### src/source/l2_request_pkg.sv
package l2_request_pkg;

	// Core unit that issued the request, echoed back on the response
	typedef logic [1:0] unit_t;

	// Hardware strand inside the unit
	typedef logic [1:0] strand_t;

	// Request opcode; only loads and stores are used, the other codes are spare
	typedef enum logic [2:0]
	{
		op_load  = 3'd0,
		op_store = 3'd1
	} l2_op_t;

	// Line address, byte offset within the line already removed
	typedef logic [15:0] line_addr_t;

	// One full cache line of 16 bytes
	typedef logic [127:0] line_data_t;

	// Store byte enables, one bit per byte of the line
	typedef logic [15:0] byte_mask_t;

endpackage
### src/source/l2_req_if.sv
`timescale 1ns/1ps

interface l2_req_if import l2_request_pkg::*; ();

	logic valid;
	unit_t unit;
	strand_t strand;
	l2_op_t op;
	line_addr_t addr;
	line_data_t data;
	byte_mask_t mask;

	// Set when fill_data carries the line read from memory
	logic has_fill;
	line_data_t fill_data;

	// Arbiter register into the tag and data stage
	modport arb (output valid, unit, strand, op, addr, data, mask, has_fill, fill_data);
	modport pipe (input valid, unit, strand, op, addr, data, mask, has_fill, fill_data);

	// Restarted requests from the miss queue back to the arbiter
	modport queue_out (output valid, unit, strand, op, addr, data, mask, has_fill, fill_data);
	modport restart_in (input valid, unit, strand, op, addr, data, mask, has_fill, fill_data);

	// Miss enqueue; the fill fields are tied off by the sender
	modport miss_out (output valid, unit, strand, op, addr, data, mask, has_fill, fill_data);
	modport queue_in (input valid, unit, strand, op, addr, data, mask);

endinterface

### src/source/l2_cache_arb.sv
`timescale 1ns/1ps

module l2_cache_arb import l2_request_pkg::*;
(
	input logic clk,
	input logic rst,
	input logic stall,
	input logic req_valid,
	output logic req_ready,
	input unit_t req_unit,
	input strand_t req_strand,
	input l2_op_t req_op,
	input line_addr_t req_addr,
	input line_data_t req_data,
	input byte_mask_t req_mask,
	l2_req_if.restart_in restart,
	input logic queue_wait,
	output logic restart_taken,
	l2_req_if.arb to_pipe
);

	// Core requests only get in when no restart is pending and the queue has room
	assign req_ready = !stall && !restart.valid && !queue_wait;

	// The queue pops its head on the same edge that this stage registers it
	assign restart_taken = !stall && restart.valid;

	// Valid holds through a stall so the item in flight is not dropped
	always_ff @(posedge clk)
	begin
		if (rst)
			to_pipe.valid <= 1'b0;
		else if (!stall)
			to_pipe.valid <= restart.valid || (req_valid && req_ready);
	end

	// Payload follows the winner; with no winner it is don't-care behind valid
	always_ff @(posedge clk)
	begin
		if (!stall)
		begin
			if (restart.valid)
			begin
				to_pipe.unit <= restart.unit;
				to_pipe.strand <= restart.strand;
				to_pipe.op <= restart.op;
				to_pipe.addr <= restart.addr;
				to_pipe.data <= restart.data;
				to_pipe.mask <= restart.mask;
				to_pipe.has_fill <= restart.has_fill;
				to_pipe.fill_data <= restart.fill_data;
			end
			else
			begin
				to_pipe.unit <= req_unit;
				to_pipe.strand <= req_strand;
				to_pipe.op <= req_op;
				to_pipe.addr <= req_addr;
				to_pipe.data <= req_data;
				to_pipe.mask <= req_mask;
				// Core requests never bring a line with them
				to_pipe.has_fill <= 1'b0;
				to_pipe.fill_data <= '0;
			end
		end
	end

endmodule

### src/flat_wrapper.sv
// flat-port wrapper written by rule: the top's interface ports become plain ports
module l2_cache_arb_flat import l2_request_pkg::*;
  (clk, rst, stall, req_valid, req_ready, req_unit, req_strand, req_op, req_addr, req_data, req_mask, queue_wait, restart_taken, restart_valid, restart_unit, restart_strand, restart_op, restart_addr, restart_data, restart_mask, restart_has_fill, restart_fill_data, to_pipe_valid, to_pipe_unit, to_pipe_strand, to_pipe_op, to_pipe_addr, to_pipe_data, to_pipe_mask, to_pipe_has_fill, to_pipe_fill_data);
  l2_req_if restart_i ();
  l2_req_if to_pipe_i ();
  input logic clk;
  input logic rst;
  input logic stall;
  input logic req_valid;
  output logic req_ready;
  input unit_t req_unit;
  input strand_t req_strand;
  input l2_op_t req_op;
  input line_addr_t req_addr;
  input line_data_t req_data;
  input byte_mask_t req_mask;
  input logic queue_wait;
  output logic restart_taken;
  input wire logic [$bits(restart_i.valid)-1:0] restart_valid;
  input wire logic [$bits(restart_i.unit)-1:0] restart_unit;
  input wire logic [$bits(restart_i.strand)-1:0] restart_strand;
  input wire logic [$bits(restart_i.op)-1:0] restart_op;
  input wire logic [$bits(restart_i.addr)-1:0] restart_addr;
  input wire logic [$bits(restart_i.data)-1:0] restart_data;
  input wire logic [$bits(restart_i.mask)-1:0] restart_mask;
  input wire logic [$bits(restart_i.has_fill)-1:0] restart_has_fill;
  input wire logic [$bits(restart_i.fill_data)-1:0] restart_fill_data;
  output wire logic [$bits(to_pipe_i.valid)-1:0] to_pipe_valid;
  output wire logic [$bits(to_pipe_i.unit)-1:0] to_pipe_unit;
  output wire logic [$bits(to_pipe_i.strand)-1:0] to_pipe_strand;
  output wire logic [$bits(to_pipe_i.op)-1:0] to_pipe_op;
  output wire logic [$bits(to_pipe_i.addr)-1:0] to_pipe_addr;
  output wire logic [$bits(to_pipe_i.data)-1:0] to_pipe_data;
  output wire logic [$bits(to_pipe_i.mask)-1:0] to_pipe_mask;
  output wire logic [$bits(to_pipe_i.has_fill)-1:0] to_pipe_has_fill;
  output wire logic [$bits(to_pipe_i.fill_data)-1:0] to_pipe_fill_data;
  assign restart_i.valid = restart_valid;
  assign restart_i.unit = restart_unit;
  assign restart_i.strand = restart_strand;
  assign restart_i.op = restart_op;
  assign restart_i.addr = restart_addr;
  assign restart_i.data = restart_data;
  assign restart_i.mask = restart_mask;
  assign restart_i.has_fill = restart_has_fill;
  assign restart_i.fill_data = restart_fill_data;
  assign to_pipe_valid = to_pipe_i.valid;
  assign to_pipe_unit = to_pipe_i.unit;
  assign to_pipe_strand = to_pipe_i.strand;
  assign to_pipe_op = to_pipe_i.op;
  assign to_pipe_addr = to_pipe_i.addr;
  assign to_pipe_data = to_pipe_i.data;
  assign to_pipe_mask = to_pipe_i.mask;
  assign to_pipe_has_fill = to_pipe_i.has_fill;
  assign to_pipe_fill_data = to_pipe_i.fill_data;
  l2_cache_arb u_core (.clk(clk), .rst(rst), .stall(stall), .req_valid(req_valid), .req_ready(req_ready), .req_unit(req_unit), .req_strand(req_strand), .req_op(req_op), .req_addr(req_addr), .req_data(req_data), .req_mask(req_mask), .restart(restart_i), .queue_wait(queue_wait), .restart_taken(restart_taken), .to_pipe(to_pipe_i));
endmodule
### config.mk
export PLATFORM = sky130hd
export DESIGN_NAME = l2_cache_arb_flat
export DESIGN_NICKNAME = d
export VERILOG_FILES = /design/src/source/l2_request_pkg.sv /design/src/source/l2_req_if.sv /design/src/source/l2_cache_arb.sv /design/src/flat_wrapper.sv
export SDC_FILE = /design/constraint.sdc
export NUM_CORES = 1
export LEC_CHECK = 0
export ABC_AREA = 1
export BUFFER_PORTS_ARGS = -buffer_cell sky130_fd_sc_hd__buf_2
export CAP_MARGIN = 0
export CORE_AREA = 4 4 301 303
export DETAILED_ROUTE_END_ITERATION = 16
export DIE_AREA = 0 0 305 307
export PLACE_DENSITY = 0.37
export SYNTH_ARGS = -nofsm -noshare
export SYNTH_HDL_FRONTEND = slang
export SYNTH_SLANG_ARGS = --single-unit
### constraint.sdc
create_clock -name clk -period 8.2 [get_ports clk]
set_input_delay 0 -clock clk [delete_from_list [all_inputs] [get_ports clk]]
set_output_delay 0 -clock clk [all_outputs]
set_load 0.01 [all_outputs]
# [Yosys cells after proc, flatten, opt, wreduce, memory -nomap -nowiden]
# Cells that the tools add are included.
[totals] elab_cells=23 n_memories=0 regBits=297 latchBits=0 ramBits=0 mem_bits_ro=0 output_inout_bits=299
[classes] n_mul=0 eq_ne=0 magnitude_cmp=0 n_div=0 add_sub_neg=0 n_mux=6 n_reduce_logical=8 n_bitwise=0 shift=0
[op_table] operator="two-way mux 128 bit" n=1
[op_table] operator="two-way mux 16 bit" n=2
[op_table] operator="logical AND 1 bit" n=4
[op_table] operator="two-way mux 2 bit" n=2
[op_table] operator="logical NOT 1 bit" n=3
[op_table] operator="two-way mux 3 bit" n=1
[op_table] operator="logical OR 1 bit" n=1

# [Longest topological paths before layout]
# Gate-level depths: netlist (run 1).
[depth] depth_word=5 depth_mapped=6

# [Worst setup path before layout (run 1)]
# OpenSTA, ideal clock, no wires.
[synth_path] kind="in2reg" startpoint="input stall" endpoint="register u_core.to_pipe.valid" stages=4 t_required_ns=8.057 setup_slack_ns=1.674 t_arrival_ns=6.383 setup_time_ns=0.143 cell_sequence="inv_1 -> nand2_1 -> nor2_1 -> nor2_1"
[synth_via] elab_chain_len=5
[synth_lines] item="start: declaration" line_no="flat_wrapper.sv:8" text="input logic stall;"
[synth_lines] item="logical NOT 1 bit" line_no="l2_cache_arb.sv:23" text="assign req_ready = !stall && !restart.valid && !queue_wait;"
[synth_lines] item="logical AND 1 bit (2 in series)" line_no="l2_cache_arb.sv:23"
[synth_lines] item="logical AND 1 bit" line_no="l2_cache_arb.sv:34" text="to_pipe.valid <= restart.valid || (req_valid && req_ready);"
[synth_lines] item="logical OR 1 bit" line_no="l2_cache_arb.sv:34"
[synth_lines] item="end: declaration" line_no="l2_req_if.sv:18" text="modport arb (output valid, unit, strand, op, addr, data, mask, has_fill, fill_data);"
# Several ways; a longest one is shown, not always the timed one.
# A chain may end at the register's enable or synchronous reset.

# [Final worst setup path (run 1)]
[layout_path] startpoint="input restart_valid" endpoint="register u_core.to_pipe.unit[1] (data pin)"
[layout_via] elab_chain_len=1
[layout_lines] item="start: declaration" line_no="flat_wrapper.sv:19" text="input wire logic [$bits(restart_i.valid)-1:0] restart_valid;"
[layout_lines] item="two-way mux 2 bit" line_no="l2_cache_arb.sv:42" text="if (restart.valid)"
[layout_lines] item="end: declaration" line_no="l2_req_if.sv:18"
# Every way passes these cells.

==> flow_summary_export.csv, run 1 <==
group,metric,value,unit
sta,fmaxAchievable,470,MHz
setup_path,critical-path-slowest-cell,"buf_4",
placed_design,preCtsSetupSlack,5940,ps
synth,yosysWarningCount,0,
routing,detailedRoute.firstIterationViolations,620,
power_and_ir_drop,power.static_leakage,11.4,nW
power_and_ir_drop,switching_share,25.6,%
power_and_ir_drop,p_switching,1.08,mW
global_routing,grt_first_pass_wirelength,78.1,mm
sta,unrepaired_setup_endpoints_after_global_routing,"false",
floorplan,io_pins,768,
sta,final-hold-violation-count,0,
placed_design,hpwl_detailed,38.4,mm
synth,number_of_synthesized_flops_with_an_enable_pin,296,
synth,synth.avg_cell_area,10.9,sq um
synth,ys_top_cells_by_count,"nand2_1, edfxtp_1, inv_1, buf_4, buf_2",
setup_path,crit_fanout,79,
routing,detail-route-antenna-nets,0,
min_path,worst_hold_path_type,"in -> reg",
floorplan,initial_utilization,13.8,%
floorplan,die-height,307,um
clock_tree,cts_inserted_buffers,39,
global_routing,first_global_vias,13300,
clock_tree,clock_insertion_delay_worst_skew,550,ps
global_routing,maximum_number_of_pins_on_one_net_before_global_route_repair,97,
setup_path,cp-start-kind,"input port",
power_and_ir_drop,pd_cells,181,nW/um^2
clock_tree,ctsLongestPathBuffers,3,
run,max_cap_violations,0,
clock_tree,postCtsSetupRepairBufs,0,
clock_tree,cts_hold_buf,503,
power_and_ir_drop,seqPwrFrac,43.9,%
routing,drt-total-wl,53.0,mm
routing,met2_wirelength,26.9,mm
finish,layout.cell_area.non_filler,23400,sq um
synth,synth_largest_area_cell,"edfxtp_1",
synth,post_synth_instance_area,12200,sq um
setup_path,worst_setup_path_end_kind,"register",
floorplan,rows,109,
synth,synthesis.nets,1586,
sta,post-route-worst-setup-slack,6070,ps
synth,yosys_cell_types,10,
clock_tree,clk_root_buffer_cell,"clkbuf_16",
sta,report.final.setup_viol,0,
sta,finalWorstPathRequiredPeriod,2130,ps
finish,final_core_util,26.6,%
sta,timing_worst_slew_pin_value,1030,ps
routing,detail_route.vias_per_cell,3.47,
routing,drt-met1-wl,19.7,mm
synth,synthArstFlopShare,0,%
synth,synth.top_cell.area_share,73.0,%
routing,drt_pass1_iterations,5,
global_routing,globalRouteTotalUtil,10.8,%
power_and_ir_drop,worst_ir_drop_vdd,0.112,mV
power_and_ir_drop,clock_power_share,38.8,%
routing,wl_per_cell,14.8,um
setup_path,cp_cell_sequence,"buf_8 > buf_4 > buf_4 > nand2_1 > nand2_1 > dlygate4sd3_1",
clock_tree,clkSinkCount,297,
setup_path,delay_of_the_slowest_critical_path_stage,730,ps
run_status,status,"finished clean",
setup_path,crit_type,"in -> reg",
synth,yosysSeqAreaShare,73.1,%
finish,share_of_final_layout_standard_cells_stronger_than_drive_strength_1,34.3,%
floorplan,core_area,88000,sq um
synth,synthMostInstantiatedCell,"nand2_1",
sta,drv_slew,0,
clock_tree,cts.clk_slew.worst_paths,60,ps
sta,fin_worst_skew,0,ps
global_routing,globalRoute.totalOverflow,0,
finish,number_of_filler_instances_in_the_final_layout,9395,
routing,route.met3.wl,4.05,mm
synth,dominantRegCellSynth,"edfxtp_1",
placed_design,placement.cell_area,17200,sq um
sta,maxSlewHeadroom,31.0,%
setup_path,worst_ep_arrival_time,2550,ps
power_and_ir_drop,power.combinational.fraction,17.3,%
power_and_ir_drop,internal_power,3.16,mW
synth,syn-instance-count,1117,
clock_tree,htree_levels,2,
finish,finish.net_count,2853,
setup_path,critical_path_required,8620,ps
finish,flow.area_growth_from_synthesis,92.2,%
clock_tree,cts_tree,"yes",
sta,part_of_the_cycle_the_worst_path_needs,25.9,%
floorplan,chipWidth,305,um
placed_design,gp_congestion,0.880,
routing,routed_vias,12400,
sta,timing.setup.tns,0,ps
clock_tree,ctsResizeCount,0,
synth,synth.top_cells.by_area,"edfxtp_1, nand2_1, inv_1",
global_routing,grt_antenna_before_repair,4,
floorplan,dieArea,93600,sq um
placed_design,io_buffer_count,767,
routing,drc_errors,0,
routing,routed.top_layer,"met4",
synth,yosys_register_bits,297,
[power groups by stage]
| stage | Clock (mW) | Combinational [mW] | Sequential, mW |
|---|---|---|---|
| 5_1_grt | 1.80 | 0.806 | 1.87 |
| 2_1_floorplan | 0 | 0.138 | 1.98 |
| 4_1_cts | 1.74 | 0.748 | 1.86 |
| 6_report | 1.65 | 0.734 | 1.86 |
| 3_3_place_gp | 0 | 0.530 | 1.89 |
| 3_5_place_dp | 0 | 0.530 | 1.89 |
[final timing paths]
check / from / slack [ps] / depth (start not counted) / to
min reg2reg: u_core.to_pipe.valid / 1170 / 3 / u_core.to_pipe.valid
min: stall / 50 / 2 / u_core.to_pipe.mask[9]
max reg2reg: u_core.to_pipe.valid / 6920 / 3 / u_core.to_pipe.valid
max: restart_valid / 6070 / 6 / u_core.to_pipe.unit[1]
[through the flow]
step | cells | power (mW) | hold WS, ps
2_1_floorplan | 1117 | 2.11 | 47.5
3_3_place_gp | 3005 | 2.42 | 257
3_5_place_dp | 3005 | 2.42 | 259
4_1_cts | 3578 | 4.35 | 44.6
5_1_grt | 3579 | 4.48 | 77.4
6_report | 3580 | 4.24 | 53.8
[cell families after synthesis]
| logic type | after synthesis | synth area share, % |
|---|---|---|
| flip-flops | 297 | 73.1 |
| buffers and inverters | 183 | 7.21 |
| AND/OR/NAND/NOR | 636 | 19.6 |
| AO/OA/AOI/OAI | 1 | 0.0616 |
[placed cells by master, fill, tap and decap left out, drive strengths merged]
master	Yosys	routed
bufinv	0	2
buf	51	774
inv	132	135
dlygate4sd3	0	503
clkbuf	0	49
diode	0	2
edfxtp	296	296
o21bai	1	1
nand2	631	631
clkinv	0	16
dfxtp	1	1
nor2	5	5
[layout make-up]
cell class / instances / area, sq um / area share, %
clock inverters: 21 / 193 / 0.823
inverters: 132 / 508 / 2.17
diodes: 2 / 5.00 / 0.0214
flip-flops and latches: 297 / 8910 / 38.0
clock buffers: 49 / 1010 / 4.33
well taps: 1165 / 1460 / 6.22
multi-input cells: 637 / 2390 / 10.2
repair buffers: 1277 / 8940 / 38.2
[worst max-delay path: cells and delay by family]
family | cells | cell delay (ps)
buffers and inverters | 4 | 2180
AND/OR/NAND/NOR | 2 | 240
[sequential cells by signal, indices dropped and copies added (netlist names)]
register and count:
u_core.to_pipe.valid 1, u_core.to_pipe.mask 16, u_core.to_pipe.unit 2, u_core.to_pipe.op 3, u_core.to_pipe.addr 16, u_core.to_pipe.data 128
u_core.to_pipe.has_fill 1, u_core.to_pipe.fill_data 128, u_core.to_pipe.strand 2
[per-layer routing]
metal / global-route usage, % / up-vias
li1: - / 6057
met5: 0 / -
met4: 4.85 / 0
met1: 11.6 / 5741
met3: 3.17 / 116
met2: 19.5 / 500
(Power assumes the default switching activity.)
==> run 2, diff against run 1 <==
Settings changed: CORE_AREA 4 4 301 303 to 4 4 298 300, DIE_AREA 0 0 305 307 to 0 0 302 304, PLACE_DENSITY 0.37 to 0.38.
Clock period 8.2 ns to 1.7 ns, I/O delays scaled along.
==> flow_summary_export.csv, run 2 (synthesized netlist as in run 1, its figures left out) <==
group,metric,value,unit
sta,unrepaired_setup_endpoints_after_global_routing,"false",
power_and_ir_drop,power.static_leakage,11.6,nW
min_path,worst_hold_path_type,"in -> reg",
routing,detail_route.vias_per_cell,3.47,
finish,multiInputGateArea,2390,sq um
finish,sequential_cell_area,8910,sq um
floorplan,chipWidth,302,um
clock_tree,htree_levels,2,
sta,fin_worst_skew,0,ps
routing,routed_vias,12400,
floorplan,die-height,304,um
setup_path,worst_ep_arrival_time,1850,ps
setup_path,cp_num_buf_inv,4,
global_routing,globalRoute.totalOverflow,0,
floorplan,rows,108,
sta,timing_worst_slew_pin_value,492,ps
setup_path,cp_cell_sequence,"dlygate4sd3_1 > buf_2 > nand2_1 > dlygate4sd3_1 > nand2_1 > dlygate4sd3_1",
sta,finalWorstPathRequiredPeriod,1570,ps
global_routing,maximum_number_of_pins_on_one_net_before_global_route_repair,92,
clock_tree,clk_root_buffer_cell,"clkbuf_16",
sta,maxSlewHeadroom,67.2,%
routing,drt_pass1_iterations,5,
setup_path,crit_type,"in -> reg",
placed_design,hpwl_detailed,37.5,mm
routing,drt-total-wl,50.6,mm
sta,drv_slew,0,
setup_path,cpLargestDelayFamily,"buffers and inverters",
clock_tree,cts_inserted_buffers,38,
clock_tree,ctsLongestPathBuffers,3,
clock_tree,postCtsSetupRepairBufs,0,
finish,layout.cells.most_common,"buf_2",
finish,highest_count_cells_in_the_layout_ignoring_fill_and_taps,"buf_2, nand2_1, dlygate4sd3_1",
clock_tree,cts.clk_slew.worst_paths,60,ps
global_routing,grt_antenna_before_repair,3,
sta,fmaxAchievable,636,MHz
placed_design,io_buffer_count,767,
run_status,status,"finished clean",
routing,detailedRoute.firstIterationViolations,557,
clock_tree,cts_hold_buf,477,
routing,drc_errors,0,
setup_path,crit_fanout,1,
clock_tree,clkSinkCount,297,
global_routing,globalRouteTotalUtil,10.4,%
clock_tree,ctsResizeCount,0,
placed_design,place_inst,3032,
routing,wl_per_cell,14.1,um
global_routing,grt_first_pass_wirelength,74.2,mm
finish,reg.largest.list,"u_core.to_pipe.data: 128 flops, u_core.to_pipe.fill_data: 128 flops",
run,max_cap_violations,0,
sta,part_of_the_cycle_the_worst_path_needs,92.5,%
sta,final-hold-violation-count,0,
finish,flow.area_growth_from_synthesis,93.1,%
setup_path,critical-path-slowest-cell,"dlygate4sd3_1",
setup_path,cp-start-kind,"input port",
power_and_ir_drop,pd_cells,866,nW/um^2
placed_design,gp_congestion,0.858,
clock_tree,cts_tree,"yes",
floorplan,io_pins,768,
finish,finalNonFillerCells,3577,
finish,number_of_filler_instances_in_the_final_layout,9210,
floorplan,initial_utilization,14.1,%
clock_tree,clock_insertion_delay_worst_skew,530,ps
sta,timing.setup.tns,0,ps
sta,report.final.setup_viol,0,
floorplan,dieArea,91800,sq um
setup_path,critical_path.most_common_cell,"dlygate4sd3_1",
finish,finish.net_count,2863,
setup_path,critical_path_required,1980,ps
global_routing,first_global_vias,13400,
power_and_ir_drop,worst_ir_drop_vdd,0.481,mV
power_and_ir_drop,total_power,20.4,mW
floorplan,core_area,86200,sq um
setup_path,delay_of_the_slowest_critical_path_stage,550,ps
routing,detail-route-antenna-nets,0,
finish,share_of_final_layout_standard_cells_stronger_than_drive_strength_1,35.6,%
setup_path,worst_setup_path_end_kind,"register",
run 2: changes by cell type in the layout (fill, tap and decap cells not counted), moves of 3 or more:
cell | before | now
buf_12 | 0 | 9
buf_4 | 7 | 35
clkbuf_8 | 0 | 3
clkinv_1 | 9 | 5
dlygate4sd3_1 | 503 | 477
clkbuf_1 | 10 | 13
run 2: worst min-delay path, stage by stage:
cell        delay [ps]
buf_2              120
clkinvlp_4         110
buf_12             190
run 2: path summary, 6_finish.rpt:
check	cells past startpoint	slack, ps	startpoint	endpoint
worst max-delay path	6	130	restart_data[8]	u_core.to_pipe.data[8]
worst min-delay path	3	40	stall	u_core.to_pipe.fill_data[37]
worst max register to register	3	440	u_core.to_pipe.valid	u_core.to_pipe.valid
worst min register to register	3	1190	u_core.to_pipe.valid	u_core.to_pipe.valid
run 2: through the flow:
stage	hold WS, ps	area [sq um]	setup WS [ps]	util, %
6_report	35.2	23500	128	27.3
5_1_grt	26.6	23500	114	27.3
4_1_cts	10.9	23500	196	27.3
3_5_place_dp	260	17500	464	20.4
3_3_place_gp	257	17500	490	20.4
2_1_floorplan	47.5	12200	-3060	-
run 2: area by class of cell:
type / instances / area share, %
Clock inverter: 9 / 0.378
Tap cell: 1155 / 6.14
Antenna cell: 2 / 0.0213
Timing Repair Buffer: 1288 / 38.5
Inverter: 132 / 2.14
Clock buffer: 57 / 4.74
Sequential cell: 297 / 37.9
Multi-Input combinational cell: 637 / 10.2
run 2: per-layer routing:
| metal | track usage, % | up-vias | part of all wire [%] |
|---|---|---|---|
| met5 | 0 | - | 0.026 |
| met4 | 3.97 | 2 | 3.5 |
| met3 | 3.52 | 82 | 9.3 |
| met2 | 20.3 | 542 | 53 |
| met1 | 9.82 | 5731 | 34 |
| li1 | - | 6067 | - |
run 2: report_power, final:
group          internal (mW)  switching (mW)
registers               8.79           0.175
logic                   1.90            1.67
clock network           4.80            3.04
total                   15.5            4.88
==> run 3, diff against run 2 <==
Settings changed: PLACE_DENSITY 0.38 to unset, PLACE_DENSITY_LB_ADDON set to 0.3.
==> flow_summary_export.csv, run 3 (synthesized netlist as in run 1, its figures left out) <==
group,metric,value,unit
run_status,status,"finished clean",
sta,finalWorstPathRequiredPeriod,1650,ps
floorplan,io_pins,768,
setup_path,worst_setup_path_end_kind,"register",
setup_path,critical-path-slowest-cell,"dlygate4sd3_1",
power_and_ir_drop,worst_ir_drop_vdd,0.566,mV
placed_design,io_buffer_count,767,
finish,share_of_final_layout_standard_cells_stronger_than_drive_strength_1,35.5,%
routing,drt-total-wl,52.8,mm
sta,report.final.setup_viol,0,
clock_tree,ctsLongestPathBuffers,3,
sta,timing_worst_slew_pin_value,556,ps
min_path,worst_hold_path_type,"in -> reg",
routing,detailedRoute.firstIterationViolations,520,
clock_tree,cts_tree,"yes",
global_routing,first_global_vias,13400,
routing,drt_pass1_iterations,5,
clock_tree,postCtsSetupRepairBufs,0,
sta,drv_slew,0,
global_routing,maximum_number_of_pins_on_one_net_before_global_route_repair,93,
sta,unrepaired_setup_endpoints_after_global_routing,"false",
floorplan,initial_utilization,14.1,%
clock_tree,clock_insertion_delay_worst_skew,530,ps
sta,timing.setup.tns,0,ps
clock_tree,cts.clk_slew.worst_paths,60,ps
routing,routed_vias,12400,
sta,maxSlewHeadroom,63.0,%
placed_design,hpwl_detailed,37.9,mm
setup_path,cp_cell_sequence,"dlygate4sd3_1 > buf_2 > clkinvlp_4 > buf_12 > buf_16 > nand2_1 > nor2_1 > nor2_1 > dlygate4sd3_1",
floorplan,rows,108,
finish,layout.cells.most_common,"buf_2",
finish,flow.area_growth_from_synthesis,92.7,%
clock_tree,clk_root_buffer_cell,"clkbuf_16",
setup_path,critical_path_required,2120,ps
power_and_ir_drop,pd_cells,868,nW/um^2
routing,detail_route.vias_per_cell,3.48,
finish,finish.net_count,2852,
global_routing,grt_first_pass_wirelength,75.9,mm
run,max_cap_violations,0,
setup_path,crit_type,"in -> reg",
floorplan,chipWidth,302,um
global_routing,globalRouteTotalUtil,10.7,%
clock_tree,clkSinkCount,297,
clock_tree,cts_inserted_buffers,37,
setup_path,cp_num_buf_inv,6,
routing,detail-route-antenna-nets,0,
floorplan,core_area,86200,sq um
setup_path,cp-start-kind,"input port",
setup_path,crit_fanout,21,
routing,wl_per_cell,14.8,um
finish,highest_count_cells_in_the_layout_ignoring_fill_and_taps,"buf_2, nand2_1, dlygate4sd3_1",
setup_path,cpLargestDelayFamily,"buffers and inverters",
finish,finalNonFillerCells,3568,
routing,drc_errors,0,
sta,fmaxAchievable,606,MHz
setup_path,worst_ep_arrival_time,2070,ps
clock_tree,htree_levels,2,
placed_design,place_inst,3024,
floorplan,dieArea,91800,sq um
sta,part_of_the_cycle_the_worst_path_needs,97.1,%
global_routing,grt_antenna_before_repair,6,
finish,reg.largest.list,"u_core.to_pipe.data: 128 flops, u_core.to_pipe.fill_data: 128 flops",
sta,fin_worst_skew,0,ps
power_and_ir_drop,power.static_leakage,11.5,nW
global_routing,globalRoute.totalOverflow,0,
sta,final-hold-violation-count,0,
floorplan,die-height,304,um
placed_design,gp_congestion,0.831,
setup_path,delay_of_the_slowest_critical_path_stage,560,ps
[run 3: changes by cell type in the layout (fill, tap and decap cells not counted), sizes merged]
cell and delta:
dlygate4sd3 -4, bufinv +2, buf -8, clkinv +4
inv +2, clkbuf -5
[run 3: routing by layer]
metal  vias up  GRT usage (%)  routed length [um]
li1       6042              -                   -
met5         -              0                  25
met2       546           20.4               27400
met4         4           5.05                2400
met1      5706           10.5               18600
met3       117           3.12                4300
[run 3: power by group]
group	leakage [nW]	switching (mW)	internal, mW
clock network	0.577	3.16	4.66
logic	8.08	1.71	1.90
registers	2.88	0.172	8.79
total	11.5	5.04	15.3
[run 3: worst min-delay path, delay by kind of cell]
| kind | cells | cell delay (ps) |
|---|---|---|
| and+or+nand+nor | 2 | 300 |
| buffers and inverters | 1 | 110 |
[run 3: cell type report]
| cell class | count | area [sq um] |
|---|---|---|
| Tap cell | 1155 | 1450 |
| Inverter | 132 | 504 |
| Timing Repair Buffer | 1278 | 9040 |
| Antenna cell | 2 | 5.00 |
| Fill cell | 9197 | 62700 |
| Clock inverter | 17 | 210 |
| Clock buffer | 50 | 975 |
| Sequential cell | 297 | 8910 |
| Multi-Input combinational cell | 637 | 2390 |
[run 3: timing repair]
action                                  CTS  global route
endpoints found under the hold margin   306             0
endpoints found under the setup margin    0             2
gates resized for setup                   0             1
hold buffers                            473             0
[run 3: path summary, 6_finish.rpt]
path,cells past startpoint,end,slack (ps),startpoint
hold / removal,3,u_core.to_pipe.mask[14],50,restart_mask[14]
hold reg to reg,3,u_core.to_pipe.valid,1130,u_core.to_pipe.valid
setup reg to reg,3,u_core.to_pipe.valid,490,u_core.to_pipe.valid
setup / recovery,9,u_core.to_pipe.valid,50,stall
[run 3: stage by stage]
step | worst slack, ps | cell area (sq um) | power [mW] | hold WS [ps] | utilization (%)
floorplan | -3060 | 12200 | 10.2 | 47.5 | -
global placement | 451 | 17500 | 11.7 | 255 | 20.3
detailed placement | 436 | 17500 | 11.7 | 259 | 20.3
CTS | 37.3 | 23400 | 20.8 | 56.3 | 27.2
global route | 29.6 | 23500 | 21.4 | 88.4 | 27.2
finish | 48.6 | 23500 | 20.4 | 49.4 | 27.2
