$ cat src/source/l2_request_pkg.sv
package l2_request_pkg;

	// Core unit that issued the request, echoed back on the response
	typedef logic [1:0] unit_t;

	// Hardware strand inside the unit
	typedef logic [1:0] strand_t;

	// Request opcode; only loads and stores are used, the other codes are spare
	typedef enum logic [2:0]
	{
		op_load  = 3'd0,
		op_store = 3'd1
	} l2_op_t;

	// Line address, byte offset within the line already removed
	typedef logic [15:0] line_addr_t;

	// One full cache line of 16 bytes
	typedef logic [127:0] line_data_t;

	// Store byte enables, one bit per byte of the line
	typedef logic [15:0] byte_mask_t;

endpackage
$ cat src/source/l2_cache_pkg.sv
package l2_cache_pkg;

	import l2_request_pkg::*;

	// Direct-mapped geometry, 64 lines
	localparam int INDEX_BITS = 6;

	// Whatever is left of the line address above the index becomes the tag
	localparam int TAG_BITS = $bits(line_addr_t) - INDEX_BITS;
	localparam int NUM_SETS = 1 << INDEX_BITS;

	typedef logic [INDEX_BITS-1:0] set_index_t;
	typedef logic [TAG_BITS-1:0] line_tag_t;

	// Head entry sequencer of the miss queue
	typedef enum logic [1:0]
	{
		mq_idle,
		mq_read,
		mq_wait_fill,
		mq_restart
	} mq_state_t;

endpackage

$ cat src/source/l2_req_if.sv
`timescale 1ns/1ps

interface l2_req_if import l2_request_pkg::*; ();

	logic valid;
	unit_t unit;
	strand_t strand;
	l2_op_t op;
	line_addr_t addr;
	line_data_t data;
	byte_mask_t mask;

	// Set when fill_data carries the line read from memory
	logic has_fill;
	line_data_t fill_data;

	// Arbiter register into the tag and data stage
	modport arb (output valid, unit, strand, op, addr, data, mask, has_fill, fill_data);
	modport pipe (input valid, unit, strand, op, addr, data, mask, has_fill, fill_data);

	// Restarted requests from the miss queue back to the arbiter
	modport queue_out (output valid, unit, strand, op, addr, data, mask, has_fill, fill_data);
	modport restart_in (input valid, unit, strand, op, addr, data, mask, has_fill, fill_data);

	// Miss enqueue; the fill fields are tied off by the sender
	modport miss_out (output valid, unit, strand, op, addr, data, mask, has_fill, fill_data);
	modport queue_in (input valid, unit, strand, op, addr, data, mask);

endinterface

$ cat src/source/l2_miss_queue.sv
`timescale 1ns/1ps

module l2_miss_queue import l2_request_pkg::*, l2_cache_pkg::*;
#(
	parameter int MISS_QUEUE_DEPTH = 4
)
(
	input logic clk,
	input logic rst,
	l2_req_if.queue_in enq,
	output logic queue_wait,
	l2_req_if.queue_out restart,
	input logic restart_taken,
	output logic mem_rd,
	output line_addr_t mem_rd_addr,
	input logic mem_fill,
	input line_data_t mem_fill_data
);

	localparam int PTR_BITS = $clog2(MISS_QUEUE_DEPTH);
	localparam int CNT_BITS = $clog2(MISS_QUEUE_DEPTH + 1);

	typedef logic [PTR_BITS-1:0] ptr_t;
	typedef logic [CNT_BITS-1:0] cnt_t;

	// Entry storage, written at the tail and read at the head
	unit_t ent_unit [MISS_QUEUE_DEPTH];
	strand_t ent_strand [MISS_QUEUE_DEPTH];
	l2_op_t ent_op [MISS_QUEUE_DEPTH];
	line_addr_t ent_addr [MISS_QUEUE_DEPTH];
	line_data_t ent_data [MISS_QUEUE_DEPTH];
	byte_mask_t ent_mask [MISS_QUEUE_DEPTH];
	logic ent_dup [MISS_QUEUE_DEPTH];
	logic [MISS_QUEUE_DEPTH-1:0] ent_valid;

	ptr_t head;
	ptr_t tail;
	cnt_t count;
	mq_state_t state;
	line_data_t fill_buf;
	logic enq_dup;

	// Pointers wrap by compare, so the depth need not be a power of two
	function automatic ptr_t next_ptr(input ptr_t p);
		return (p == ptr_t'(MISS_QUEUE_DEPTH - 1)) ? '0 : p + ptr_t'(1);
	endfunction

	// A miss on its way in already holds a slot
	// The arbiter register and a newly accepted request may need two more
	assign queue_wait = int'(count) + int'(enq.valid) >= MISS_QUEUE_DEPTH - 1;

	// A new miss to a line that some older entry already fetches is a duplicate
	always_comb
	begin
		enq_dup = 1'b0;
		for (int i = 0; i < MISS_QUEUE_DEPTH; i++)
			if (ent_valid[i] && ent_addr[i] == enq.addr)
				enq_dup = 1'b1;
	end

	always_ff @(posedge clk)
	begin
		if (enq.valid)
		begin
			ent_unit[tail] <= enq.unit;
			ent_strand[tail] <= enq.strand;
			ent_op[tail] <= enq.op;
			ent_addr[tail] <= enq.addr;
			ent_data[tail] <= enq.data;
			ent_mask[tail] <= enq.mask;
			ent_dup[tail] <= enq_dup;
		end
		if (state == mq_wait_fill && mem_fill)
			fill_buf <= mem_fill_data;
	end

	// Pointers, count and the head sequencer
	always_ff @(posedge clk)
	begin
		if (rst)
		begin
			head <= '0;
			tail <= '0;
			count <= '0;
			ent_valid <= '0;
			state <= mq_idle;
		end
		else
		begin
			if (enq.valid)
			begin
				tail <= next_ptr(tail);
				ent_valid[tail] <= 1'b1;
			end
			if (restart_taken)
			begin
				head <= next_ptr(head);
				ent_valid[head] <= 1'b0;
			end
			if (enq.valid && !restart_taken)
				count <= count + cnt_t'(1);
			else if (!enq.valid && restart_taken)
				count <= count - cnt_t'(1);

			case (state)
				// Duplicates skip memory entirely
				mq_idle:
					if (ent_valid[head])
						state <= ent_dup[head] ? mq_restart : mq_read;
				mq_read:
					state <= mq_wait_fill;
				mq_wait_fill:
					if (mem_fill)
						state <= mq_restart;
				mq_restart:
					if (restart_taken)
						state <= mq_idle;
				default:
					state <= mq_idle;
			endcase
		end
	end

	// Single read strobe, only one read is ever outstanding
	assign mem_rd = state == mq_read;
	assign mem_rd_addr = ent_addr[head];

	assign restart.valid = state == mq_restart;
	assign restart.unit = ent_unit[head];
	assign restart.strand = ent_strand[head];
	assign restart.op = ent_op[head];
	assign restart.addr = ent_addr[head];
	assign restart.data = ent_data[head];
	assign restart.mask = ent_mask[head];
	assign restart.has_fill = !ent_dup[head];
	assign restart.fill_data = fill_buf;

endmodule

$ cat src/flat_wrapper.sv
// flat-port wrapper written by rule: the top's interface ports become plain ports
module l2_miss_queue_flat import l2_request_pkg::*, l2_cache_pkg::*;
#(
	parameter int MISS_QUEUE_DEPTH = 4
)
  (clk, rst, queue_wait, restart_taken, mem_rd, mem_rd_addr, mem_fill, mem_fill_data, enq_valid, enq_unit, enq_strand, enq_op, enq_addr, enq_data, enq_mask, restart_valid, restart_unit, restart_strand, restart_op, restart_addr, restart_data, restart_mask, restart_has_fill, restart_fill_data);
  l2_req_if enq_i ();
  l2_req_if restart_i ();
  input logic clk;
  input logic rst;
  output logic queue_wait;
  input logic restart_taken;
  output logic mem_rd;
  output line_addr_t mem_rd_addr;
  input logic mem_fill;
  input line_data_t mem_fill_data;
  input wire logic [$bits(enq_i.valid)-1:0] enq_valid;
  input wire logic [$bits(enq_i.unit)-1:0] enq_unit;
  input wire logic [$bits(enq_i.strand)-1:0] enq_strand;
  input wire logic [$bits(enq_i.op)-1:0] enq_op;
  input wire logic [$bits(enq_i.addr)-1:0] enq_addr;
  input wire logic [$bits(enq_i.data)-1:0] enq_data;
  input wire logic [$bits(enq_i.mask)-1:0] enq_mask;
  output wire logic [$bits(restart_i.valid)-1:0] restart_valid;
  output wire logic [$bits(restart_i.unit)-1:0] restart_unit;
  output wire logic [$bits(restart_i.strand)-1:0] restart_strand;
  output wire logic [$bits(restart_i.op)-1:0] restart_op;
  output wire logic [$bits(restart_i.addr)-1:0] restart_addr;
  output wire logic [$bits(restart_i.data)-1:0] restart_data;
  output wire logic [$bits(restart_i.mask)-1:0] restart_mask;
  output wire logic [$bits(restart_i.has_fill)-1:0] restart_has_fill;
  output wire logic [$bits(restart_i.fill_data)-1:0] restart_fill_data;
  assign enq_i.valid = enq_valid;
  assign enq_i.unit = enq_unit;
  assign enq_i.strand = enq_strand;
  assign enq_i.op = enq_op;
  assign enq_i.addr = enq_addr;
  assign enq_i.data = enq_data;
  assign enq_i.mask = enq_mask;
  assign restart_valid = restart_i.valid;
  assign restart_unit = restart_i.unit;
  assign restart_strand = restart_i.strand;
  assign restart_op = restart_i.op;
  assign restart_addr = restart_i.addr;
  assign restart_data = restart_i.data;
  assign restart_mask = restart_i.mask;
  assign restart_has_fill = restart_i.has_fill;
  assign restart_fill_data = restart_i.fill_data;
  l2_miss_queue #(.MISS_QUEUE_DEPTH(MISS_QUEUE_DEPTH)) u_core (.clk(clk), .rst(rst), .enq(enq_i), .queue_wait(queue_wait), .restart(restart_i), .restart_taken(restart_taken), .mem_rd(mem_rd), .mem_rd_addr(mem_rd_addr), .mem_fill(mem_fill), .mem_fill_data(mem_fill_data));
endmodule
$ cat config.mk
export PLATFORM = sky130hd
export DESIGN_NAME = l2_miss_queue_flat
export DESIGN_NICKNAME = d
export VERILOG_FILES = /design/src/source/l2_request_pkg.sv /design/src/source/l2_cache_pkg.sv /design/src/source/l2_req_if.sv /design/src/source/l2_miss_queue.sv /design/src/flat_wrapper.sv
export SDC_FILE = /design/constraint.sdc
export NUM_CORES = 1
export LEC_CHECK = 0
export BUFFER_PORTS_ARGS = -buffer_cell sky130_fd_sc_hd__buf_2
export CORE_MARGIN = 2
export CORE_UTILIZATION = 49
export CTS_BUF_LIST = sky130_fd_sc_hd__clkbuf_16
export CTS_CLUSTER_DIAMETER = 150
export DETAILED_ROUTE_END_ITERATION = 10
export HOLD_SLACK_MARGIN = 0.1
export PLACE_DENSITY = 0.75
export SETUP_SLACK_MARGIN = 0.4
export SYNTH_ARGS = -nofsm -noshare
export SYNTH_HDL_FRONTEND = slang
export SYNTH_SLANG_ARGS = --single-unit
$ cat constraint.sdc
create_clock -name clk -period 4.8 [get_ports clk]
set_input_delay 0 -clock clk [delete_from_list [all_inputs] [get_ports clk]]
set_output_delay 0 -clock clk [all_outputs]
set_load 0.1 [all_outputs]
=== Word level (Yosys, flattened, before mapping) ===
Memories as Yosys holds them, arrays and structs flattened. A register that Yosys moved wholly into a read port is not among the register bits.
Cells that the tools add are included.

* Memories kept: 7
* Bits in writable memories: 672
* Register bits after elaboration: 141
* Word-level logic and storage cells: 91
* Output and inout bits: 315
* Bits of input ports: 300

{| class="wikitable"
|+ Memories
! memory !! words !! width !! read ports !! clocked after Yosys merged registers in !! wr ports !! line !! RTL
|-
| u_core.ent_data || 4 || 128 || 1 || 1 || 1 || l2_miss_queue.sv:31 || <nowiki>line_data_t ent_data [MISS_QUEUE_DEPTH];</nowiki>
|-
| u_core.ent_addr || 4 || 16 || 5 || 1 || 1 || l2_miss_queue.sv:30 || <nowiki>line_addr_t ent_addr [MISS_QUEUE_DEPTH];</nowiki>
|-
| u_core.ent_mask || 4 || 16 || 1 || 1 || 1 || l2_miss_queue.sv:32 || <nowiki>byte_mask_t ent_mask [MISS_QUEUE_DEPTH];</nowiki>
|-
| u_core.ent_op || 4 || 3 || 1 || 1 || 1 || l2_miss_queue.sv:29 || <nowiki>l2_op_t ent_op [MISS_QUEUE_DEPTH];</nowiki>
|-
| u_core.ent_strand || 4 || 2 || 1 || 1 || 1 || l2_miss_queue.sv:28 || <nowiki>strand_t ent_strand [MISS_QUEUE_DEPTH];</nowiki>
|-
| u_core.ent_unit || 4 || 2 || 1 || 1 || 1 || l2_miss_queue.sv:27 || <nowiki>unit_t ent_unit [MISS_QUEUE_DEPTH];</nowiki>
|-
| +1 memories || -- || -- || -- || -- || -- || -- ||
|}

* Bitwise operators: 3
* Reduce and logical (&&, ||, !) cells: 15
* Order comparisons: 5
* Equal/unequal tests: 12
* $add $sub $neg: 5
* Mux-type cells: 38

{| class="wikitable"
|+ Operators by type and width
! operator !! count
|-
| == test 16 bit || 4
|-
| two-way mux 2 bit || 20
|-
| greater-or-equal comparator 32 x 3 -> 1 bit, second input constant || 1
|-
| two-way mux 4 bit || 3
|-
| logical AND 1 bit || 9
|-
| two-way mux 1 bit || 9
|-
| == test 2 bit, second input constant || 4
|-
| one-hot mux 2 bit (4 select lines) || 1
|-
| < comparator 2 x 3 -> 1 bit, second input constant || 2
|-
| two-way mux 3 bit || 2
|-
| adder 2 x 1 -> 2 bit, second input constant || 2
|-
| adder 3 x 1 -> 4 bit || 1
|-
| AND 4 bit || 1
|-
| demux 1 bit (select 2 bit) || 2
|-
| greater-or-equal comparator 2 x 1 -> 1 bit, second input constant || 2
|-
| inequality test 2 bit, second input constant || 2
|-
| inverter 4 bit || 1
|-
| bitwise OR 4 bit || 1
|-
| adder 3 x 1 -> 3 bit, second input constant || 1
|-
| zero test 1 bit || 3
|-
| AND reduction 3 bit || 1
|-
| subtractor 3 x 1 -> 3 bit, second input constant || 1
|-
| binary-select mux 1 bit (select 2 bit) || 1
|-
| == test 2 x 1 -> 1 bit, second input constant || 1
|-
| other kinds (3) || 3
|}

=== Longest topological paths before layout ===
Gate-level depths: netlist of the first run.

* Depth after elaboration: 9
* Gate-level depth with buffers: 7
* Mapped depth without buffers: 7

=== Least setup slack after synthesis of the first run ===
OpenSTA, ideal clock, no wires.

* Kind: register to register
* Start: register u_core.tail[0]
* End: memory u_core.ent_addr[0][0] (netlist bit) (enable)
* Library setup time: 0.548 ns
* Clock period less this slack: 4.941 ns
* Cell stages (with the launch flop): 4
* Arrival: 4.393 ns
* Setup slack: -0.141 ns
* Required time: 4.252 ns
* Cell sequence: dfxtp_1 -> inv_1 -> ha_1 -> and2_1

{| class="wikitable"
|+ RTL lines
! element !! line !! RTL
|-
| from (decl) || l2_miss_queue.sv:37 || <nowiki>ptr_t tail;</nowiki>
|-
| from (signal assigned) || l2_miss_queue.sv:92 || <nowiki>tail <= next_ptr(tail);</nowiki>
|-
| to (decl) || l2_miss_queue.sv:30 ||
|}

Straight into the memory's write port.

==> results.json, run 1 <==
{
  "cts_root_buffer": "clkbuf_16",
  "max_clock_freq_mhz": 340.6,
  "fin_skew_ns": 0.01847,
  "initial_core_util_pct": 49.39,
  "grtUsageTotal_pct": 26.14,
  "hp-class": "in -> reg",
  "worst_ep_arrival_time_ns": 2.94,
  "final.period_utilization_pct": 61.18,
  "drt-vias-per-instance": 5.464,
  "syn_area_um2": 29750,
  "cap_violations": 0,
  "ys_warn_count": 0,
  "syn_inst": 1210,
  "antenna_found_initial": 10,
  "synth.distinct_cells": 30,
  "setup_tns_ns": 0,
  "whs_ns": 0.1253,
  "die_h_um": 250.4,
  "nFillCells": 3696,
  "drt_wl_total_um": 82540,
  "p_per_area_nw_per_um2": 461.6,
  "coreArea_um2": 60250,
  "r2r_end": "u_core.ent_dup[0]$_DFFE_PP_",
  "clock_sinks": 815,
  "syn-num-nets": 1527,
  "area_growth_pct": 35.96,
  "mostFrequentLayoutCells": "edfxtp_1 (800), buf_2 (614), dlygate4sd3_1 (424)",
  "reg2regPathDepth": 4,
  "die_w_um": 250.4,
  "drv_slew": 0,
  "design.die.area_um2": 62710,
  "worstSetupStartpointType": "flip-flop",
  "gp_congestion": 0.9573,
  "seqCellArea_um2": 24330,
  "leakagePower_uw": 0.01447,
  "grt_max_degree": 102,
  "multi_input_area_um2": 5014,
  "synth.avg_cell_area_um2": 24.59,
  "drc": 0,
  "routedWlPerCell_um": 26.33,
  "criticalPathCategory": "reg -> out",
  "grt_pass1_vias": 17970,
  "hold_violations": 0,
  "synthDominantCellAreaShare_pct": 80.74,
  "synthTopCellsByArea": "edfxtp_1 (81%), mux4_2 (13%), xnor2_1 (1.4%)",
  "cp.required_ns": 4.80,
  "cts_buffer_depth": 3,
  "clock_latency_ns": 0.63,
  "cp-endpoint": "restart_addr[1]",
  "status": "completed",
  "ys_ff_latch": 815,
  "via_count": 17130,
  "cts.htree.levels": 3,
  "yosysSeqAreaShare_pct": 81.75,
  "ios": 615,
  "grt_first_pass_wirelength_um": 119000,
  "critPathMaxFanout": 67,
  "slew_headroom_pct": 28.75,
  "grt_setup_unrepaired": "no",
  "rows": 90,
  "layout_commonest_cell": "edfxtp_1",
  "r2r-start": "u_core.tail[0]$_SDFFE_PP0P_",
  "worst_slew_pin_slew_ns": 1.069,
  "drt_pass1_iterations": 6,
  "yosys.area.top_type": "edfxtp_1",
  "io_buffers": 614,
  "layout-drive-gt1-share_pct": 39.15,
  "first_iter_violations": 1619,
  "cts_tree": "done",
  "cts_made_buffers": 81,
  "ff2ff_setup_slack_ns": 2.36,
  "fin_crit_ns": 2.936,
  "clk_pin_slew_worst_paths_ns": 0.07,
  "dp_hpwl_um": 49720,
  "overflow": 0,
  "finalSetupViolCount": 0,
  "ant_nets": 0,
  "ir_drop_uv": 495.0,
  "end_kind": "output pin",
  "num-nets-final": 2601
}
## worst min path at each step
stage,slack (ns),startpoint,to,cells past startpoint
floorplan,0.1,enq_addr[0],u_core.ent_addr[0][0]$_DFFE_PP_,0
global placement,0.18,mem_fill_data[54],u_core.restart.fill_data[54]$_DFFE_PP_,1
detailed placement,0.18,mem_fill_data[102],u_core.restart.fill_data[102]$_DFFE_PP_,1
CTS,0.10,enq_mask[12],u_core.ent_mask[3][12]$_DFFE_PP_,2
global route,0.12,mem_fill_data[90],u_core.restart.fill_data[90]$_DFFE_PP_,2
finish,0.13,mem_fill_data[90],u_core.restart.fill_data[90]$_DFFE_PP_,2
## sequential cells by signal (all words and copies together), names as in the netlist, named ones only
register and cells:
u_core.ent_data 512, u_core.ent_valid 4, u_core.state 2, u_core.ent_op 12, u_core.ent_unit 8, u_core.ent_dup 4, u_core.ent_strand 8, u_core.ent_addr 64
u_core.ent_mask 64, u_core.count 3, u_core.tail 2, u_core.restart.fill_data 128, u_core.head 2
## cell usage after synthesis
cell type / instances
a211oi_1: 3
a21oi_1: 8
a22oi_1: 1
and2_1: 5
buf_1: 8
buf_2: 15
buf_4: 30
clkbuf_1: 6
clkbuf_2: 6
dfxtp_1: 15
edfxtp_1: 800
fa_1: 1
ha_1: 16
inv_1: 12
mux2i_1: 3
mux4_2: 169
nand2_1: 6
nand4_1: 12
nor2_1: 7
nor2b_1: 1
nor3_1: 3
nor4_1: 8
o21a_1: 4
o21ai_0: 2
o21ai_2: 1
or3_1: 1
or4_1: 1
xnor2_1: 48
xor2_1: 17
xor2_2: 1
## routing by layer
layer	up-vias	part of all wire, %	GRT usage (%)
li1	7202	-	-
met1	8716	35	30.59
met2	982	49	43.28
met3	229	7.8	5.736
met4	2	7.8	18.36
met5	-	0.016	0
## where the power goes
| group | leakage, uW | internal, uW | switching [uW] |
|---|---|---|---|
| combinational | 0.00570 | 888 | 3340 |
| clock | 0.00131 | 3360 | 2640 |
| sequential | 0.00746 | 8260 | 186 |
| total | 0.0145 | 12500 | 6170 |
## kinds of logic after synthesis
kind of cell | after synthesis | share of synthesized area [%]
flops | 815 | 81.75
mux | 172 | 12.89
buf+inv | 77 | 1.438
xor+xnor | 66 | 1.968
simple gates | 44 | 0.8075
compound gates | 19 | 0.3995
fa+ha+maj | 17 | 0.7401
## stage by stage
step	area (um2)	cells	utilization [%]	power [uW]	setup slack [ns]
floorplan	29760	1210	-	11700	0.7495
global placement	33690	2559	55.92	12430	2.355
detailed placement	33690	2559	55.92	12480	2.330
CTS	40430	3127	67.11	18660	1.723
global route	40450	3133	67.14	19160	1.718
finish	40450	3135	67.15	18670	1.864
## what timing repair did
item                      4_1_cts  5_1_grt
buffers inserted                0        0
hold endpoints to repair      838        0
hold buffers                  424        0
resized for setup               0        0
## layout make-up
cell class | count | share of cell area (%)
Tap cell | 782 | 2.419
Antenna cell | 8 | 0.04949
Sequential cell | 815 | 60.15
Timing Repair Buffer | 1056 | 18.70
Multi-Input combinational cell | 318 | 12.39
Clock inverter | 61 | 1.045
Clock buffer | 83 | 5.134
Inverter | 12 | 0.1113
## worst max-delay path: stages (launching register included)
cell,delay [ns]
dfxtp_4,0.96
buf_12,0.41
mux4_2,0.41
buf_2,0.47
(Power assumes the default switching activity.)
==> run 2: changes to the inputs <==
==> constraint.sdc (replaced) <==
create_clock -name clk -period 2.4 [get_ports clk]
set_input_delay 0 -clock clk [delete_from_list [all_inputs] [get_ports clk]]
set_output_delay 0 -clock clk [all_outputs]
set_load 0.1 [all_outputs]
==> run 2 against run 1 <==
Flip-flop and latch count unchanged. Clock skew increased by 0.011 ns. Routed wire length increased by 19%. Combinational power increased by 140%. Clock-buffer cell count decreased by 1. First-iteration DRC count increased by 9.9%. Register-to-register slack got worse by 1.8 ns. Critical endpoint is now mem_rd_addr[5].
==> results.json, run 2 (synthesized netlist as in run 1, its figures left out) <==
{
  "status": "completed",
  "setup_tns_ns": 0,
  "grt_first_pass_wirelength_um": 134400,
  "grt_setup_unrepaired": "yes",
  "antenna_found_initial": 11,
  "final_cells": 3228,
  "coreArea_um2": 60250,
  "die_w_um": 250.4,
  "whs_ns": 0.1147,
  "regMostFlops": "u_core.ent_data",
  "dp_hpwl_um": 50460,
  "layout-drive-gt1-share_pct": 41.16,
  "p_per_area_nw_per_um2": 908.4,
  "worstSetupStartpointType": "flip-flop",
  "drc": 0,
  "clock_latency_ns": 0.65,
  "ios": 615,
  "grtUsageTotal_pct": 29.92,
  "dp.cells": 2577,
  "max_clock_freq_mhz": 428.3,
  "design.die.area_um2": 62710,
  "grt_max_degree": 89,
  "ff2ff_setup_slack_ns": 0.54,
  "clock_sinks": 815,
  "drv_slew": 0,
  "overflow": 0,
  "leakagePower_uw": 0.01582,
  "area_growth_pct": 47.73,
  "cts_buffer_depth": 3,
  "num-nets-final": 2690,
  "grt_pass1_vias": 19630,
  "gp_congestion": 0.9322,
  "rows": 90,
  "cp.required_ns": 2.40,
  "cap_violations": 0,
  "via_count": 18510,
  "drt_pass1_iterations": 5,
  "io_buffers": 614,
  "worst_ep_arrival_time_ns": 2.33,
  "mostFrequentLayoutCells": "edfxtp_1 (800), dlygate4sd3_1 (444), buf_2 (429)",
  "fin_crit_ns": 2.335,
  "ant_nets": 0,
  "worst_slew_pin_slew_ns": 0.6471,
  "fin_skew_ns": 0.02954,
  "critPathMaxFanout": 6,
  "cts_made_buffers": 81,
  "nFillCells": 3083,
  "clk_pin_slew_worst_paths_ns": 0.07,
  "cts_root_buffer": "clkbuf_16",
  "routedWlPerCell_um": 30.40,
  "largest_reg_flops": 512,
  "end_kind": "output pin",
  "criticalPathCategory": "reg -> out",
  "final.period_utilization_pct": 97.29,
  "fin_util_pct": 72.96,
  "drt-vias-per-instance": 5.733,
  "slew_headroom_pct": 56.86,
  "layout_commonest_cell": "edfxtp_1",
  "hp-class": "in -> reg",
  "fin_area_um2": 43950,
  "hold_violations": 0,
  "initial_core_util_pct": 49.39,
  "finalSetupViolCount": 0,
  "ir_drop_uv": 1045,
  "cts.htree.levels": 3,
  "cts_tree": "done",
  "first_iter_violations": 1779,
  "drt_wl_total_um": 98150,
  "die_h_um": 250.4,
  "placed_cell_area_um2": 33980
}
==> run 2: power breakdown <==
part / leakage, uW / internal (uW) / total, uW / switching, uW
Combinational: 0.00700 / 2860 / 9980 / 7110
Clock: 0.00136 / 7380 / 13000 / 5660
Sequential: 0.00746 / 16500 / 16900 / 403
==> run 2: critical path, stage by stage (launching register included) <==
cell	delay, ns
dfxtp_4	0.40
buf_12	0.15
buf_12	0.15
buf_16	0.14
mux4_2	0.61
buf_6	0.23
==> run 2: per-layer routing <==
metal / vias up / track usage (%) / wire length, um / share of wire [%]
li1: 7408 / - / - / -
met1: 9498 / 33.16 / 31570 / 32
met2: 1261 / 52.03 / 50460 / 51
met3: 330 / 6.921 / 8241 / 8.4
met4: 8 / 19.32 / 7811 / 8.0
met5: - / 0 / 55 / 0.056
==> run 2: final timing paths <==
kind                            cells after the start                               end                            start
worst max-delay path                                5                    mem_rd_addr[5]                        flip-flop
worst min register to register                      1    u_core.ent_valid[3]$_SDFF_PP0_   u_core.ent_valid[3]$_SDFF_PP0_
worst max register to register                      4       u_core.ent_dup[3]$_DFFE_PP_  u_core.ent_addr[3][6]$_DFFE_PP_
worst min-delay path                                2  u_core.ent_data[3][63]$_DFFE_PP_                     enq_data[63]
==> run 2: area by class of cell <==
cell class | count | area, um2 | share of cell area [%]
diodes | 9 | 22.52 | 0.05124
clock buffers | 82 | 2052 | 4.669
clock inverters | 65 | 661.9 | 1.506
inverters | 12 | 45.04 | 0.1025
multi-input cells | 318 | 5026 | 11.44
flip-flops and latches | 815 | 24340 | 55.38
well taps | 782 | 978.4 | 2.226
repair buffers | 1145 | 10830 | 24.63
==> run 2: per-stage QoR <==
stage	setup WS (ns)	power, uW
detailed placement	0.5467	25040
global placement	0.5544	24940
finish	0.06507	39930
global route	0.02439	40760
floorplan	0.2314	23360
CTS	0.05189	39350
==> run 2: repair_timing <==
item                                   in CTS  in global routing
resized for setup                         469                 66
endpoints found under the hold margin     869                  0
cloned                                     20                  3
pin swaps                                   0                  1
buffers inserted                           24                  4
hold buffers                              444                  0
setup endpoints to repair                 185                185
==> run 3: changes to the inputs <==
--- a/config.mk
+++ b/config.mk
@@ -6,13 +6,15 @@
 export NUM_CORES = 1
 export LEC_CHECK = 0
 export BUFFER_PORTS_ARGS = -buffer_cell sky130_fd_sc_hd__buf_2
+export CELL_PAD_IN_SITES_DETAIL_PLACEMENT = 0
+export CELL_PAD_IN_SITES_GLOBAL_PLACEMENT = 1
 export CORE_MARGIN = 2
-export CORE_UTILIZATION = 49
+export CORE_UTILIZATION = 43
 export CTS_BUF_LIST = sky130_fd_sc_hd__clkbuf_16
 export CTS_CLUSTER_DIAMETER = 150
 export DETAILED_ROUTE_END_ITERATION = 10
 export HOLD_SLACK_MARGIN = 0.1
-export PLACE_DENSITY = 0.75
+export PLACE_DENSITY_LB_ADDON = 0.1
 export SETUP_SLACK_MARGIN = 0.4
 export SYNTH_ARGS = -nofsm -noshare
 export SYNTH_HDL_FRONTEND = slang
==> run 3 against run 2 <==
Cell count rose by 5.8%. Sequential power barely moved. Total power fell by 1.1%. Combinational power fell by 2.9%. Critical path type unchanged. Largest cell class unchanged.
==> results.json, run 3 (synthesized netlist as in run 1, its figures left out) <==
{
  "cts_made_buffers": 86,
  "drt-vias-per-instance": 4.988,
  "critical_path.top_delay_family": "buffers and inverters",
  "routedWlPerCell_um": 22.80,
  "setup_slack_ns": 0.1179,
  "die_w_um": 267.0,
  "via_count": 17030,
  "critPathMaxFanout": 6,
  "grt_max_degree": 87,
  "cts_root_buffer": "clkbuf_16",
  "worst_ep_arrival_time_ns": 2.28,
  "fin_crit_ns": 2.282,
  "ff2ff_setup_slack_ns": 0.62,
  "area_growth_pct": 48.99,
  "path_buf_inv": 5,
  "cp_slowest_cell": "mux4_2",
  "layout_commonest_cell": "edfxtp_1",
  "fin_skew_ns": 0.01804,
  "grt_setup_unrepaired": "yes",
  "first_iter_violations": 1152,
  "clock_latency_ns": 0.62,
  "drv_slew": 0,
  "drt_pass1_iterations": 5,
  "worstSetupStartpointType": "flip-flop",
  "coreArea_um2": 68590,
  "largest_reg_flops": 512,
  "cap_violations": 0,
  "hp-class": "in -> reg",
  "antenna_found_initial": 15,
  "max_clock_freq_mhz": 438.2,
  "total_power_uw": 39490,
  "whs_endpoint": "u_core.ent_mask[2][8]$_DFFE_PP_",
  "nFillCells": 4665,
  "leakagePower_uw": 0.01594,
  "criticalPathCategory": "reg -> out",
  "clk_pin_slew_worst_paths_ns": 0.06,
  "cts.htree.levels": 3,
  "cp.required_ns": 2.40,
  "die_h_um": 267.0,
  "cts_buffer_depth": 3,
  "finalSetupViolCount": 0,
  "mostFrequentLayoutCells": "edfxtp_1 (800), dlygate4sd3_1 (460), buf_2 (429)",
  "cpPeakStageDelay_ns": 0.53,
  "ant_nets": 0,
  "clock_sinks": 815,
  "grtUsageTotal_pct": 21.69,
  "seqCellArea_um2": 24340,
  "hold_violations": 0,
  "reg2regPathDepth": 5,
  "drt_wl_total_um": 77840,
  "post-place-ws_ns": 0.5277,
  "io_buffers": 614,
  "num-nets-final": 2719,
  "ios": 615,
  "setup_tns_ns": 0,
  "r2r_end": "u_core.ent_dup[3]$_DFFE_PP_",
  "cp_cell_sequence": "buf_12 -> buf_12 -> buf_8 -> buf_16 -> mux4_2 -> buf_12",
  "regMostFlops": "u_core.ent_data",
  "min_path_cells": 2,
  "multi_input_area_um2": 5026,
  "layout-drive-gt1-share_pct": 41.11,
  "end_kind": "output pin",
  "worst_slew_pin_slew_ns": 0.5829,
  "r2r-start": "u_core.ent_addr[1][12]$_DFFE_PP_",
  "slew_headroom_pct": 61.14,
  "overflow": 0,
  "final.period_utilization_pct": 95.09,
  "design.die.area_um2": 71310,
  "p_per_area_nw_per_um2": 890.8,
  "grt_pass1_vias": 18160,
  "grt_first_pass_wirelength_um": 113300,
  "rows": 96,
  "hold_path_startpoint": "enq_mask[8]",
  "ir_drop_uv": 824.2,
  "dp_hpwl_um": 48070,
  "status": "completed",
  "drc": 0,
  "initial_core_util_pct": 43.38,
  "gp_congestion": 0.8185,
  "critPathMostFrequentCell": "buf_12",
  "cts_tree": "done"
}
==> run 3: cell types whose count changed in the layout (fill, tap and decap cells not counted), sizes merged, moves of 3 or more <==
cell	previous run	this run
clkbuf	85	89
clkinv	27	41
buf	696	708
dlygate4sd3	444	460
clkinvlp	7	4
==> run 3: timing repair <==
action / CTS / global route
pin swaps: 0 / 1
hold buffers: 460 / 0
endpoints found under the hold margin: 846 / 0
endpoints found under the setup margin: 185 / 185
setup buffers: 19 / 10
cloned: 14 / 1
resized for setup: 439 / 66
==> run 3: routing by layer <==
layer / global-route usage [%] / vias to the layer above / wire length [um]
met5: 0 / - / 83
met3: 5.508 / 155 / 5468
met1: 28.13 / 8818 / 31240
met2: 35.66 / 575 / 38640
li1: - / 7470 / -
met4: 7.744 / 12 / 2415
==> run 3: final cells by class <==
| cell class | instances | area share, % |
|---|---|---|
| flip-flops and latches | 815 | 54.91 |
| repair buffers | 1169 | 24.66 |
| multi-input cells | 318 | 11.34 |
| clock buffers | 88 | 4.968 |
| well taps | 931 | 2.628 |
| clock inverters | 72 | 1.341 |
| inverters | 12 | 0.1073 |
| diodes | 9 | 0.05081 |
==> run 3: stage by stage <==
stage	utilization, %	area (um2)	std cells	hold slack, ns
2_1_floorplan	-	29780	1210	0.09887
3_3_place_gp	50.26	34470	2741	0.1763
3_5_place_dp	50.26	34470	2741	0.1782
4_1_cts	64.08	43950	3394	0.1006
5_1_grt	64.63	44330	3413	0.1088
6_report	64.63	44330	3414	0.1287
==> run 3: where the power goes <==
| group | internal (uW) | switching, uW | total (uW) |
|---|---|---|---|
| clock | 7550 | 5490 | 13000 |
| sequential | 16500 | 254 | 16800 |
| combinational | 2830 | 6860 | 9690 |
==> run 3: worst max-delay path by stage <==
stage,start,end,slack [ns],cells after the start
5_1_grt,flip-flop,restart_mask[6],0.06,6
6_report,flip-flop,restart_data[85],0.12,6
4_1_cts,flip-flop,restart_mask[14],0.07,6
3_3_place_gp,flip-flop,restart_data[62],0.52,4
2_1_floorplan,u_core.count[0]$_SDFFE_PP0P_,queue_wait,0.23,5
3_5_place_dp,flip-flop,restart_data[22],0.53,4
